File: src/design/pce_pad_pkg.sv
package pce_pad_pkg;

	////////////////////////////////////////////////////////////
	// Port geometry
	////////////////////////////////////////////////////////////

	localparam int NUM_PADS    = 5;
	localparam int PORT_IDX_W  = 3;
	localparam int PAD_W       = 12;
	localparam int PORT_WORD_W = 16;
	localparam int NIBBLE_W    = 4;

	// Nibble slots inside a port word, picked by {page_high, SEL}
	localparam int NIBBLE_IDX_W = 2;
	localparam logic [NIBBLE_IDX_W-1:0] NIB_BUTTONS  = 2'd0;
	localparam logic [NIBBLE_IDX_W-1:0] NIB_DIRS     = 2'd1;
	localparam logic [NIBBLE_IDX_W-1:0] NIB_EXTRA    = 2'd2;
	localparam logic [NIBBLE_IDX_W-1:0] NIB_RESERVED = 2'd3;

	// Nothing plugged in past the last multitap port
	localparam logic [PORT_WORD_W-1:0] EMPTY_PORT_WORD = 16'h0FFF;

	// Host pad word bits
	localparam int PAD_RIGHT   = 0;
	localparam int PAD_LEFT    = 1;
	localparam int PAD_DOWN    = 2;
	localparam int PAD_UP      = 3;
	localparam int PAD_I       = 4;
	localparam int PAD_II      = 5;
	localparam int PAD_SEL     = 6;
	localparam int PAD_RUN     = 7;
	localparam int PAD_EXT_LSB = 8;

	////////////////////////////////////////////////////////////
	// Mouse record
	////////////////////////////////////////////////////////////

	localparam int MOUSE_DELTA_W = 8;
	localparam int MOUSE_REC_W   = 25;
	localparam int MREC_BTN_L    = 0;
	localparam int MREC_BTN_R    = 1;
	localparam int MREC_DX_LSB   = 8;
	localparam int MREC_DY_LSB   = 16;
	localparam int MREC_STB      = 24;

	// Idle counter saturates at all ones (32767 cycles)
	localparam int MOUSE_IDLE_W = 15;

endpackage

File: src/design/controller_port_top.sv
`timescale 1ns/100ps

module controller_port_top import pce_pad_pkg::*; (
	input  logic                   clk_sys,
	input  logic                   reset,

	// Console side
	input  logic                   port_sel,
	input  logic                   port_clr,
	output logic [NIBBLE_W-1:0]    port_data,

	// Host pads
	input  logic [PAD_W-1:0]       pad_0,
	input  logic [PAD_W-1:0]       pad_1,
	input  logic [PAD_W-1:0]       pad_2,
	input  logic [PAD_W-1:0]       pad_3,
	input  logic [PAD_W-1:0]       pad_4,

	input  logic [MOUSE_REC_W-1:0] mouse_rec,

	// Modes
	input  logic                   multitap_en,
	input  logic                   six_button_en,
	input  logic                   mouse_en
);

	logic [PORT_IDX_W-1:0] port_idx;
	logic                  page_high;
	logic                  port_active;
	logic                  clr_rise;
	logic [NIBBLE_W-1:0]   mouse_nibble;

	multitap_scanner u_scanner (
		.clk_sys       (clk_sys),
		.reset         (reset),
		.port_sel      (port_sel),
		.port_clr      (port_clr),
		.multitap_en   (multitap_en),
		.six_button_en (six_button_en),
		.port_idx      (port_idx),
		.page_high     (page_high),
		.port_active   (port_active),
		.clr_rise      (clr_rise)
	);

	mouse_tracker u_mouse (
		.clk_sys      (clk_sys),
		.reset        (reset),
		.port_clr     (port_clr),
		.clr_rise     (clr_rise),
		.mouse_rec    (mouse_rec),
		.mouse_nibble (mouse_nibble)
	);

	port_nibble_mux u_mux (
		.clk_sys      (clk_sys),
		.reset        (reset),
		.port_sel     (port_sel),
		.port_idx     (port_idx),
		.page_high    (page_high),
		.port_active  (port_active),
		.pad_0        (pad_0),
		.pad_1        (pad_1),
		.pad_2        (pad_2),
		.pad_3        (pad_3),
		.pad_4        (pad_4),
		.mouse_en     (mouse_en),
		.mouse_rec    (mouse_rec),
		.mouse_nibble (mouse_nibble),
		.port_data    (port_data)
	);

endmodule

File: src/design/mouse_tracker.sv
`timescale 1ns/100ps

module mouse_tracker import pce_pad_pkg::*; (
	input  logic                   clk_sys,
	input  logic                   reset,

	input  logic                   port_clr,
	input  logic                   clr_rise,

	// Host mouse record, strobe toggles per sample
	input  logic [MOUSE_REC_W-1:0] mouse_rec,

	output logic [NIBBLE_W-1:0]    mouse_nibble
);

	logic                     stb_prev;
	logic                     stb_toggle;
	logic                     latch;

	logic [MOUSE_DELTA_W-1:0] pend_x;
	logic [MOUSE_DELTA_W-1:0] pend_y;
	logic [MOUSE_DELTA_W-1:0] cur_x;
	logic [MOUSE_DELTA_W-1:0] cur_y;

	logic [MOUSE_IDLE_W-1:0]  idle_cnt;
	logic [1:0]               seq_cnt;

	logic [MOUSE_DELTA_W-1:0] rec_dx;
	logic [MOUSE_DELTA_W-1:0] rec_dy;

	assign rec_dx     = mouse_rec[MREC_DX_LSB +: MOUSE_DELTA_W];
	assign rec_dy     = mouse_rec[MREC_DY_LSB +: MOUSE_DELTA_W];
	assign stb_toggle = stb_prev ^ mouse_rec[MREC_STB];

	// Pending motion moves to the output after the fourth read
	assign latch = clr_rise && (seq_cnt == 2'd3);

	////////////////////////////////////////////////////////////
	// Idle timeout and read sequence
	////////////////////////////////////////////////////////////

	always_ff @(posedge clk_sys) begin
		if (reset) begin
			idle_cnt <= '0;
			seq_cnt  <= 2'd3;
		end else begin
			if (port_clr)
				idle_cnt <= '0;
			else if (~&idle_cnt)
				idle_cnt <= idle_cnt + MOUSE_IDLE_W'(1);

			// Long quiet port restarts the sequence on the next CLR
			if (&idle_cnt)
				seq_cnt <= 2'd3;
			if (clr_rise)
				seq_cnt <= seq_cnt + 2'd1;
		end
	end

	////////////////////////////////////////////////////////////
	// Motion capture
	////////////////////////////////////////////////////////////

	always_ff @(posedge clk_sys) begin
		if (reset) begin
			// Follow the current strobe so reset does not look like a sample
			stb_prev <= mouse_rec[MREC_STB];
			pend_x   <= '0;
			pend_y   <= '0;
			cur_x    <= '0;
			cur_y    <= '0;
		end else begin
			stb_prev <= mouse_rec[MREC_STB];

			if (latch) begin
				cur_x  <= pend_x;
				cur_y  <= pend_y;
				pend_x <= '0;
				pend_y <= '0;
			end

			// New sample overwrites, x axis is reversed for the console
			if (stb_toggle) begin
				pend_x <= MOUSE_DELTA_W'(0) - rec_dx;
				pend_y <= rec_dy;
			end
		end
	end

	// High nibble first, x before y
	always_comb begin
		case (seq_cnt)
			2'd0:    mouse_nibble = cur_x[7:4];
			2'd1:    mouse_nibble = cur_x[3:0];
			2'd2:    mouse_nibble = cur_y[7:4];
			default: mouse_nibble = cur_y[3:0];
		endcase
	end

	a_pending_cleared: assert property (
		@(posedge clk_sys) disable iff (reset)
		(latch && !stb_toggle) |=> (pend_x == '0 && pend_y == '0)
	);

endmodule

File: src/design/multitap_scanner.sv
`timescale 1ns/100ps

module multitap_scanner import pce_pad_pkg::*; (
	input  logic                  clk_sys,
	input  logic                  reset,

	// Console port lines
	input  logic                  port_sel,
	input  logic                  port_clr,

	// Mode levels
	input  logic                  multitap_en,
	input  logic                  six_button_en,

	output logic [PORT_IDX_W-1:0] port_idx,
	output logic                  page_high,
	output logic                  port_active,
	output logic                  clr_rise
);

	logic prev_sel;
	logic prev_clr;
	logic sel_edge;
	logic clr_edge;

	assign sel_edge = port_sel & ~prev_sel;
	assign clr_edge = port_clr & ~prev_clr;

	////////////////////////////////////////////////////////////
	// Line history and edge pulse
	////////////////////////////////////////////////////////////

	always_ff @(posedge clk_sys) begin
		if (reset) begin
			prev_sel <= 1'b0;
			prev_clr <= 1'b0;
			clr_rise <= 1'b0;
		end else begin
			prev_sel <= port_sel;
			prev_clr <= port_clr;
			clr_rise <= clr_edge;
		end
	end

	////////////////////////////////////////////////////////////
	// Port index, page and idle flag
	////////////////////////////////////////////////////////////

	always_ff @(posedge clk_sys) begin
		if (reset) begin
			port_idx    <= '0;
			page_high   <= 1'b0;
			port_active <= 1'b0;
		end else begin
			// Port goes quiet while CLR is held
			port_active <= ~port_clr;

			if (port_clr) begin
				port_idx <= '0;
				// Six-button pads flip page on every CLR pulse
				if (clr_edge)
					page_high <= ~page_high & six_button_en;
			end else if (sel_edge && multitap_en) begin
				port_idx <= port_idx + PORT_IDX_W'(1);
			end
		end
	end

	// Each CLR edge gives exactly one single-cycle pulse
	a_clr_rise_single: assert property (
		@(posedge clk_sys) disable iff (reset)
		clr_rise |=> !clr_rise
	);

endmodule

File: src/design/port_nibble_mux.sv
`timescale 1ns/100ps

module port_nibble_mux import pce_pad_pkg::*; (
	input  logic                   clk_sys,
	input  logic                   reset,

	input  logic                   port_sel,
	input  logic [PORT_IDX_W-1:0]  port_idx,
	input  logic                   page_high,
	input  logic                   port_active,

	input  logic [PAD_W-1:0]       pad_0,
	input  logic [PAD_W-1:0]       pad_1,
	input  logic [PAD_W-1:0]       pad_2,
	input  logic [PAD_W-1:0]       pad_3,
	input  logic [PAD_W-1:0]       pad_4,

	input  logic                   mouse_en,
	input  logic [MOUSE_REC_W-1:0] mouse_rec,
	input  logic [NIBBLE_W-1:0]    mouse_nibble,

	output logic [NIBBLE_W-1:0]    port_data
);

	// Active-low pad word, buttons in the lowest nibble
	function automatic logic [PORT_WORD_W-1:0] pad_word(input logic [PAD_W-1:0] pad);
		logic [PORT_WORD_W-1:0] w;
		w = '0;
		w[NIB_BUTTONS*NIBBLE_W +: NIBBLE_W] =
			~{pad[PAD_RUN], pad[PAD_SEL], pad[PAD_II], pad[PAD_I]};
		w[NIB_DIRS*NIBBLE_W +: NIBBLE_W] =
			~{pad[PAD_LEFT], pad[PAD_DOWN], pad[PAD_RIGHT], pad[PAD_UP]};
		w[NIB_EXTRA*NIBBLE_W +: NIBBLE_W] = ~pad[PAD_EXT_LSB +: NIBBLE_W];
		w[NIB_RESERVED*NIBBLE_W +: NIBBLE_W] = '0;
		return w;
	endfunction

	logic [PAD_W-1:0]        pads [NUM_PADS];
	logic [2*NIBBLE_W-1:0]   mouse_byte;
	logic [PORT_WORD_W-1:0]  port_word;
	logic [NIBBLE_IDX_W-1:0] nib_sel;

	assign pads[0] = pad_0;
	assign pads[1] = pad_1;
	assign pads[2] = pad_2;
	assign pads[3] = pad_3;
	assign pads[4] = pad_4;

	// Mouse low nibble: left, right, select, run
	assign mouse_byte = {mouse_nibble,
		~{pad_0[PAD_RUN], pad_0[PAD_SEL], mouse_rec[MREC_BTN_R], mouse_rec[MREC_BTN_L]}};

	always_comb begin
		if (port_idx == '0 && mouse_en)
			port_word = {mouse_byte, mouse_byte};
		else if (port_idx < PORT_IDX_W'(NUM_PADS))
			port_word = pad_word(pads[port_idx]);
		else
			port_word = EMPTY_PORT_WORD;
	end

	assign nib_sel = {page_high, port_sel};

	always_ff @(posedge clk_sys) begin
		if (reset)
			port_data <= '0;
		else if (port_active)
			port_data <= port_word[nib_sel*NIBBLE_W +: NIBBLE_W];
		else
			port_data <= '0;
	end

	a_idle_port_zero: assert property (
		@(posedge clk_sys) disable iff (reset)
		!port_active |=> (port_data == '0)
	);

endmodule

File: config.mk
export PLATFORM = sky130hd
export DESIGN_NAME = controller_port_top
export DESIGN_NICKNAME = d
export VERILOG_FILES = /design/src/design/pce_pad_pkg.sv /design/src/design/controller_port_top.sv /design/src/design/mouse_tracker.sv /design/src/design/multitap_scanner.sv /design/src/design/port_nibble_mux.sv
export SDC_FILE = /design/constraint.sdc
export NUM_CORES = 1
export LEC_CHECK = 0
export ABC_AREA = 1
export BUFFER_PORTS_ARGS = -buffer_cell sky130_fd_sc_hd__buf_4
export CORE_AREA = 5 5 147 114
export DETAILED_ROUTE_END_ITERATION = 8
export DIE_AREA = 0 0 152 119
export GPL_TIMING_DRIVEN = 0
export PLACE_DENSITY_LB_ADDON = 0.08
export RECOVER_POWER = 50
export SKIP_CTS_REPAIR_TIMING = 1
export SLEW_MARGIN = 10
export SYNTH_ARGS = -nofsm -noshare
export SYNTH_HDL_FRONTEND = slang
export SYNTH_SLANG_ARGS = --single-unit
File: constraint.sdc
create_clock -name clk_sys -period 2.25 [get_ports clk_sys]
set_input_delay 0.675 -clock clk_sys [delete_from_list [all_inputs] [get_ports clk_sys]]
set_output_delay 0.675 -clock clk_sys [all_outputs]
set_load 0.02 [all_outputs]
# Yosys cells after proc, flatten, opt, wreduce, memory -nomap -nowiden
# Index checks and enable logic that the tools add are counted.
# word_totals
ff_bits	62
inputBits	92
# classes
addsub	4
order_cmp	2
eq_ne	3
n_shift	1
muxes	11
bitwise_logic	14
reduce_logical	11
# op_table
operator	n
12-bit binary-select mux with 3-bit select	1
12-bit 2-to-1 mux	3
8-bit 2-to-1 mux	3
16-bit 2-to-1 mux	1
4-bit inverter	4
16-bit by 5-bit indexed part select with 4-bit output	1
15-bit by 1-bit adder with 15-bit output, second input constant	1
15-bit AND reduction	1
4-bit one-hot mux with 3 select lines	1
1-bit by 8-bit subtractor with 8-bit output, first input constant	1
1-bit inverter	5
2-bit equality test, second input constant	2
4-bit greater-or-equal comparator, second input constant	1
2-bit 2-to-1 mux	2
3-bit inverter with 4-bit output	1
2-bit nonzero test	2
2-bit OR reduction	2
3-bit by 1-bit adder with 3-bit output, second input constant	1
1-bit AND	3
1-bit logical AND	3
3-bit zero test	1
3-bit less-than comparator, second input constant	1
2-bit by 1-bit adder with 2-bit output, second input constant	1
2-bit by 1-bit equality test with 1-bit output, second input constant	1
3 further kinds	3

# Longest topological paths before layout
# Gate-level depths: netlist of run 1.
# depth
word_depth	8
ltp_mapped	11
depth_no_buf	10

# Hierarchy
# A second synthesis of run 1 with hierarchy kept.
# hier_totals
cells_unflattened	579
area_unflattened_um2	3778.6
# modules_own_cells
module	n_inst	cells_per_inst	area_per_inst_um2	seq_area_each_um2
mouse_tracker	1	331	2479.9	1001.0
port_nibble_mux	1	206	985.9	80.1
multitap_scanner	1	42	312.8	160.2

# Least setup slack after synthesis of run 1
# No wires, ideal clock.
# synth_timing
path_kind	input port to flip-flop
startpoint	input mouse_rec[24]
endpoint	register u_mouse.pend_x[0]
arrival_ns	1.462
t_required_ns	2.179
setup_slack_ns	0.717
path_stages	7
path_buffers	1
cell_sequence	or2_0 > nand2_1 > nand2_1 > inv_2 > buf_2 > nand2_1 > a21oi_1
# synth_between
elab_chain_cells	2
# synth_rtl
element	line_no	rtl
start, declared	controller_port_top.sv:19	input logic [MOUSE_REC_W-1:0] mouse_rec,
1-bit bitwise XOR (*)	mouse_tracker.sv:33	assign stb_toggle = stb_prev ^ mouse_rec[MREC_STB];
8-bit 2-to-1 mux / 2-bit nonzero test (equally long branches)	n/a	
end signal, assigned	mouse_tracker.sv:84	pend_x <= MOUSE_DELTA_W'(0) - rec_dx;
end, declared	mouse_tracker.sv:20	logic [MOUSE_DELTA_W-1:0] pend_x;
# Mark *: on every way between the ends. The rest lies on a longest branch, timed or not.
# A chain may end at the register's enable or synchronous reset.

# Worst setup path after layout of run 1
# layout_timing
startpoint	register u_scanner.port_idx[0]
endpoint	register u_mux.port_data[0]
# layout_between
elab_chain_cells	8
# layout_rtl
element	line_no	rtl
start, declared	multitap_scanner.sv:15	output logic [PORT_IDX_W-1:0] port_idx,
start signal, assigned	multitap_scanner.sv:64	port_idx <= port_idx + PORT_IDX_W'(1);
3-bit inverter with 4-bit output (not written as such)	port_nibble_mux.sv:57	port_word = pad_word(pads[port_idx]);
12-bit binary-select mux with 3-bit select	port_nibble_mux.sv:57	
12-bit 2-to-1 mux (not written as such) (2 in series)	port_nibble_mux.sv:57	
4-bit inverter, on equally long branches	port_nibble_mux.sv:30, port_nibble_mux.sv:32, port_nibble_mux.sv:33	
12-bit 2-to-1 mux	port_nibble_mux.sv:56	else if (port_idx < PORT_IDX_W'(NUM_PADS))
16-bit 2-to-1 mux (*)	port_nibble_mux.sv:54	if (port_idx == '0 && mouse_en)
16-bit by 5-bit indexed part select with 4-bit output (*)	port_nibble_mux.sv:68	port_data <= port_word[nib_sel*NIBBLE_W +: NIBBLE_W];
end signal, assigned	port_nibble_mux.sv:68	
end, declared	port_nibble_mux.sv:22	output logic [NIBBLE_W-1:0] port_data
# Mark *: on every way between the ends. The rest lies on a longest branch, timed or not. The select of a mux whose other input is x is not followed.

==> results.tsv, run 1 <==
stage	metric	value	unit
outcome	outcome	completed	
routing	drt-initial-drc-count	152	
sta	finalCritPeriodShare	0.822	
routing	vias	3615	
run	drv_cap	0	
layout	fin_util	0.305	
yosys	syn_avg_cell_area	6.34	um^2
placement	place_ws	340	ps
worst_setup_path	crit_path_start_kind	flip-flop	
layout	finalNetCount	736	
yosys	netlist_area	3390	um^2
sta	timing.slew.headroom	0.662	
sta	worst_pin_slew	507	ps
worst_setup_path	worstPathRequired	2450	ps
clock_tree	cts_tree	done	
floorplan	start_util	0.226	
clock_tree	clkLatencyLatePin	330	ps
layout	area_growth	35.0	%
floorplan	die_w	152	um
clock_tree	cts_root_buf	clkbuf_16	
routing	drc	0	
routing	wl_per_cell	12.8	um
clock_tree	clk_pin_slew_worst_paths	60	ps
worst_setup_path	crit_arrival	2050	ps
yosys	yosysSeqAreaShare	0.366	
worst_setup_path	setup.worst_path.class	reg -> reg	
floorplan	die-area	18100	um^2
min_path	min_path_type	reg -> reg	
clock_tree	cts_buffer_depth	2	
placement	port-buffer-count	89	
sta	fin_skew	7.50	ps
global_route	grt_max_degree	12	
sta	fin_ws	401	ps
sta	rsz0062_at_grt	no	
sta	fin_tns_setup	0	ps
yosys	synth_cells	535	
sta	hold_viol_final	0	
sta	max_clock_freq	541	MHz
layout	diodes	0	
clock_tree	cts_sinks	62	
layout	drive_gt1_frac	0.186	
global_route	grt_overflow_total	0	
pwr	p_total	2.96	mW
yosys	synth_seq_cells	62	
layout	num-fill-cells	1732	
placement	dp_hpwl	8670	um
worst_setup_path	worstPathMaxFanout	10	
layout	fin_cells	845	
pwr	power_density	645	nW/um^2
routing	ant_nets	0	
sta	drv_slew	0	
yosys	ys_warn_count	0	
floorplan	rows	39	
global_route	grt_first_pass_wirelength	18100	um
clock_tree	cts_buffers	9	
routing	totalWireLength	10800	um
floorplan	die_h	119	um
pwr	ir_drop	0.335	mV
sta	layout_min_cycle_time	1850	ps
placement	dp_cells	829	
clock_tree	htree_levels	3	
floorplan	core-area	15000	um^2
pwr	leakagePower	2.04	nW
floorplan	io_pins	96	
worst_setup_path	end_kind	flip-flop	
routing	drt_pass1_iterations	4	
yosys	ys_types	30	
routing	viasPerCell	4.28	
placement	gp_congestion	0.757	
global_route	antenna_found_initial	0	
yosys	synth_nets	636	
sta	setup_violations	0	
global_route	grt_pass1_vias	3611	
global_route	grt_usage	0.122	
[cell families (layout without fill, tap and decap cells)]
logic type	Yosys count	in the layout	synth area share
buffers and inverters	71	176	0.0822
xor gates and xnor gates	1	1	0.00258
adders and majority gates	9	9	0.0332
and+or+nand+nor	306	306	0.380
AOI/OAI and AO/OA	86	86	0.136
DFF	62	62	0.366
[area by class of cell]
| cell class | instances | area [um^2] | area share |
|---|---|---|---|
| Clock inverter | 6 | 62.6 | 0.0137 |
| Buffer | 20 | 85.1 | 0.0186 |
| Inverter | 51 | 191 | 0.0418 |
| Sequential cell | 62 | 1240 | 0.271 |
| Clock buffer | 10 | 229 | 0.0500 |
| Tap cell | 205 | 256 | 0.0560 |
| Timing Repair Buffer | 89 | 642 | 0.140 |
| Multi-Input combinational cell | 402 | 1870 | 0.409 |
[worst paths after layout]
check	start	to	slack [ps]	cells after the start
setup / recovery	u_scanner.port_idx[0]	u_mux.port_data[0]	400	9
hold / removal	u_scanner.prev_clr	u_scanner.clr_rise	430	1
setup reg to reg	u_scanner.port_idx[0]	u_mux.port_data[0]	400	9
hold reg to reg	u_scanner.prev_clr	u_scanner.clr_rise	430	1
[registers in the layout (all words and copies together) (netlist names)]
register / cells
u_scanner.prev_clr: 1
u_mouse.seq_cnt: 2
u_mouse.idle_cnt: 15
u_mouse.cur_x: 8
u_mux.port_data: 4
u_scanner.port_idx: 3
u_mouse.stb_prev: 1
u_scanner.prev_sel: 1
u_mouse.pend_y: 8
u_scanner.clr_rise: 1
u_mouse.pend_x: 8
u_mouse.cur_y: 8
u_scanner.page_high: 1
u_scanner.port_active: 1
[cell usage after synthesis (all sizes together)]
library cell  count  area [um^2]
a21oi            33          165
a22o              3         26.3
a31oi             9         62.6
buf              12         57.6
clkbuf            8         30.0
clkinv            1         3.75
dfxtp            62         1240
ha                9          113
inv              50          188
nand2           146          548
nand3            55          280
nand4             5         31.3
nor2             84          325
nor3              8         51.3
o211ai            1         7.51
o21ai            39          195
o22ai             1         6.26
or2               8         52.6
xor2              1         8.76
[worst max-delay path, cell delays in order (launching register included)]
cell,delay [ps]
dfxtp_1,310
buf_2,180
inv_2,160
buf_2,240
ha_1,180
nand3_1,270
nor2_1,190
o21ai_0,100
nand2_1,60
a21oi_1,40
[power breakdown]
| part | internal, mW | switching, mW | leakage [nW] | total (mW) |
|---|---|---|---|---|
| clock | 0.853 | 0.514 | 0.134 | 1.37 |
| sequential | 1.15 | 0.0335 | 0.508 | 1.19 |
| combinational | 0.189 | 0.214 | 1.40 | 0.404 |
| total | 2.19 | 0.762 | 2.04 | 2.96 |
[metal layers]
| layer | track usage | vias up | wire length [um] |
|---|---|---|---|
| li1 | - | 1928 | - |
| met5 | 0 | - | 0 |
| met4 | 0.0303 | 0 | 99 |
| met3 | 0.0341 | 8 | 399 |
| met1 | 0.169 | 1619 | 5600 |
| met2 | 0.189 | 60 | 4740 |
[stage by stage]
step / hold slack (ps) / instance area [um^2]
after floorplan: 401 / 3390
after global placement: 410 / 4320
after detailed placement: 423 / 4320
after CTS: 441 / 4610
after global routing: 470 / 4580
final: 433 / 4580
[cells in the final DEF, fill, tap and decap left out, types with 5 or more instances in the layout]
cell type	count
a21oi_1	33
a31oi_1	8
buf_2	8
buf_4	81
clkbuf_1	18
clkbuf_16	9
dfxtp_1	62
ha_1	9
inv_1	43
inv_2	7
nand2_1	146
nand3_1	54
nand4_1	5
nor2_1	82
nor3_1	7
o21ai_0	36
No activity file was read; power rests on OpenSTA's default activity.
==> run 2, diff against run 1 <==
Clock period 2.25 ns to 1.7 ns, I/O delays scaled along.
==> results.tsv, run 2 (synthesis gave the netlist of run 1 again) <==
stage	metric	value	unit	change
outcome	outcome	completed		
routing	viasPerCell	4.25		-0.63%
worst_setup_path	crit_start	u_mouse.idle_cnt[0]		
sta	rsz0062_at_grt	no		
worst_setup_path	slowest_stage	dfxtp_4		
floorplan	core-area	15000	um^2	unchanged
layout	final_cell_area	4670	um^2	+1.9%
sta	fin_skew	7.67	ps	+0.171 ps
floorplan	die_w	152	um	unchanged
worst_setup_path	reg2reg_slack	160	ps	-250 ps
clock_tree	cts_buffer_depth	2		unchanged
routing	drt_pass1_iterations	4		unchanged
pwr	leakagePower	2.08	nW	+1.9%
routing	ant_nets	0		unchanged
min_path	min_path_type	in -> reg		
layout	finalNetCount	739		+0.41%
routing	totalWireLength	10900	um	+0.67%
clock_tree	cts_sinks	62		unchanged
layout	largest_register_ffs	15		unchanged
layout	area_growth	37.6	%	
clock_tree	cts_tree	done		
global_route	antenna_found_initial	0		unchanged
floorplan	start_util	0.226		unchanged
sta	layout_min_cycle_time	1540	ps	-304 ps
layout	drive_gt1_frac	0.210		+0.0240
global_route	grt_first_pass_wirelength	18100	um	unchanged
routing	drt-initial-drc-count	141		-7.2%
routing	wl_per_cell	12.9	um	+0.32%
run	drv_cap	0		unchanged
worst_setup_path	crit_path_start_kind	flip-flop		
layout	final_cell_mix	145 x nand2_1, 85 x buf_4, 81 x nor2_1		
sta	worst_pin_slew	512	ps	+4.99 ps
layout	mostFrequentLayoutCell	nand2_1		
worst_setup_path	r2r.worst_path.cells	8		-1
worst_setup_path	crit_end	u_mouse.seq_cnt[0]		
worst_setup_path	reg2reg_from	u_mouse.idle_cnt[0]		
worst_setup_path	worstPathMaxFanout	6		-4
sta	timing.slew.headroom	0.659		-0.00333
pwr	p_total	3.93	mW	+33%
placement	gp_congestion	0.757		unchanged
placement	placed_cell_area	4320	um^2	unchanged
sta	finalCritPeriodShare	0.909		+0.0870
worst_setup_path	reg2reg_to	u_mouse.seq_cnt[0]		
sta	hold_viol_final	0		unchanged
clock_tree	clk_pin_slew_worst_paths	60	ps	about the same
worst_setup_path	setup.worst_path.class	reg -> reg		
clock_tree	cts_root_buf	clkbuf_16		
clock_tree	clkLatencyLatePin	330	ps	about the same
placement	port-buffer-count	89		unchanged
pwr	ir_drop	0.446	mV	+33%
layout	diodes	0		unchanged
sta	drv_slew	0		unchanged
floorplan	rows	39		unchanged
placement	dp_hpwl	8670	um	unchanged
worst_setup_path	worstPathRequired	1960	ps	-490 ps
layout	num-fill-cells	1710		-1.3%
pwr	power_density	841	nW/um^2	+30%
worst_setup_path	slowest_delay	380	ps	+70 ps
sta	setup_violations	0		unchanged
routing	vias	3605		-0.28%
clock_tree	cts_buffers	9		unchanged
routing	drc	0		unchanged
global_route	grt_pass1_vias	3611		unchanged
floorplan	die-area	18100	um^2	unchanged
global_route	grt_max_degree	12		unchanged
sta	max_clock_freq	647	MHz	+20%
global_route	grt_overflow_total	0		unchanged
floorplan	die_h	119	um	unchanged
clock_tree	htree_levels	3		unchanged
worst_setup_path	end_kind	flip-flop		
worst_setup_path	path_cells	ha_4 > inv_1 > nor3_4 > nand4_1 > buf_4 > nand2_1 > a21oi_1 > o21ai_0		
worst_setup_path	crit_arrival	1810	ps	-240 ps
global_route	grt_usage	0.122		unchanged
floorplan	io_pins	96		unchanged
layout	largest_register	u_mouse.idle_cnt		
[run 2: changes by cell type in the layout (fill, tap and decap cells not counted), sizes merged]
cell    change
clkbuf      +1
buf         +2
[run 2: how the worst min path moves through the flow]
stage	startpoint	to	slack, ps	cells after the start
after floorplan	u_scanner.prev_clr	u_scanner.clr_rise	400	1
after global placement	u_scanner.prev_clr	u_scanner.clr_rise	410	1
after detailed placement	u_scanner.prev_clr	u_scanner.clr_rise	420	1
after CTS	mouse_rec[24]	u_mouse.stb_prev	280	1
after global routing	mouse_rec[24]	u_mouse.stb_prev	320	1
final	mouse_rec[24]	u_mouse.stb_prev	330	1
[run 2: routing by layer]
layer | global-route usage | vias up | wire, um
met3 | 0.0341 | 8 | 426
met4 | 0.0303 | 0 | 95
li1 | - | 1935 | -
met2 | 0.189 | 62 | 4750
met1 | 0.169 | 1600 | 5640
met5 | 0 | - | 0
[run 2: through the flow]
| step | utilization | hold WS, ps | TNS (ps) | setup WS [ps] | cells |
|---|---|---|---|---|---|
| after detailed placement | 0.287 | 423 | -1040 | -163 | 829 |
| final | 0.311 | 327 | 0 | 155 | 848 |
| after CTS | 0.307 | 282 | -1290 | -173 | 845 |
| after floorplan | - | 401 | 0 | 248 | 535 |
| after global routing | 0.311 | 319 | 0 | 13.9 | 848 |
| after global placement | 0.287 | 410 | -649 | -152 | 829 |
[run 2: layout make-up]
class,instances,area (um^2),area share
Buffer,19,103,0.0220
Clock buffer,10,229,0.0490
Clock inverter,6,62.6,0.0134
Inverter,51,194,0.0415
Multi-Input combinational cell,402,1910,0.408
Sequential cell,62,1250,0.267
Tap cell,205,256,0.0549
Timing Repair Buffer,93,672,0.144
[run 2: worst max-delay path: cells and delay by family, from the launching register on]
family,cells,cell delay [ps]
buffers and inverters,2,260
flip-flops,1,380
AND/OR/NAND/NOR,3,550
adder cells (fa/ha/maj),1,150
AO/OA/AOI/OAI,2,150
[run 2: where the power goes]
group	switching (mW)	leakage, nW	internal (mW)
clock network	0.682	0.134	1.13
registers	0.0462	0.509	1.53
logic	0.287	1.44	0.257
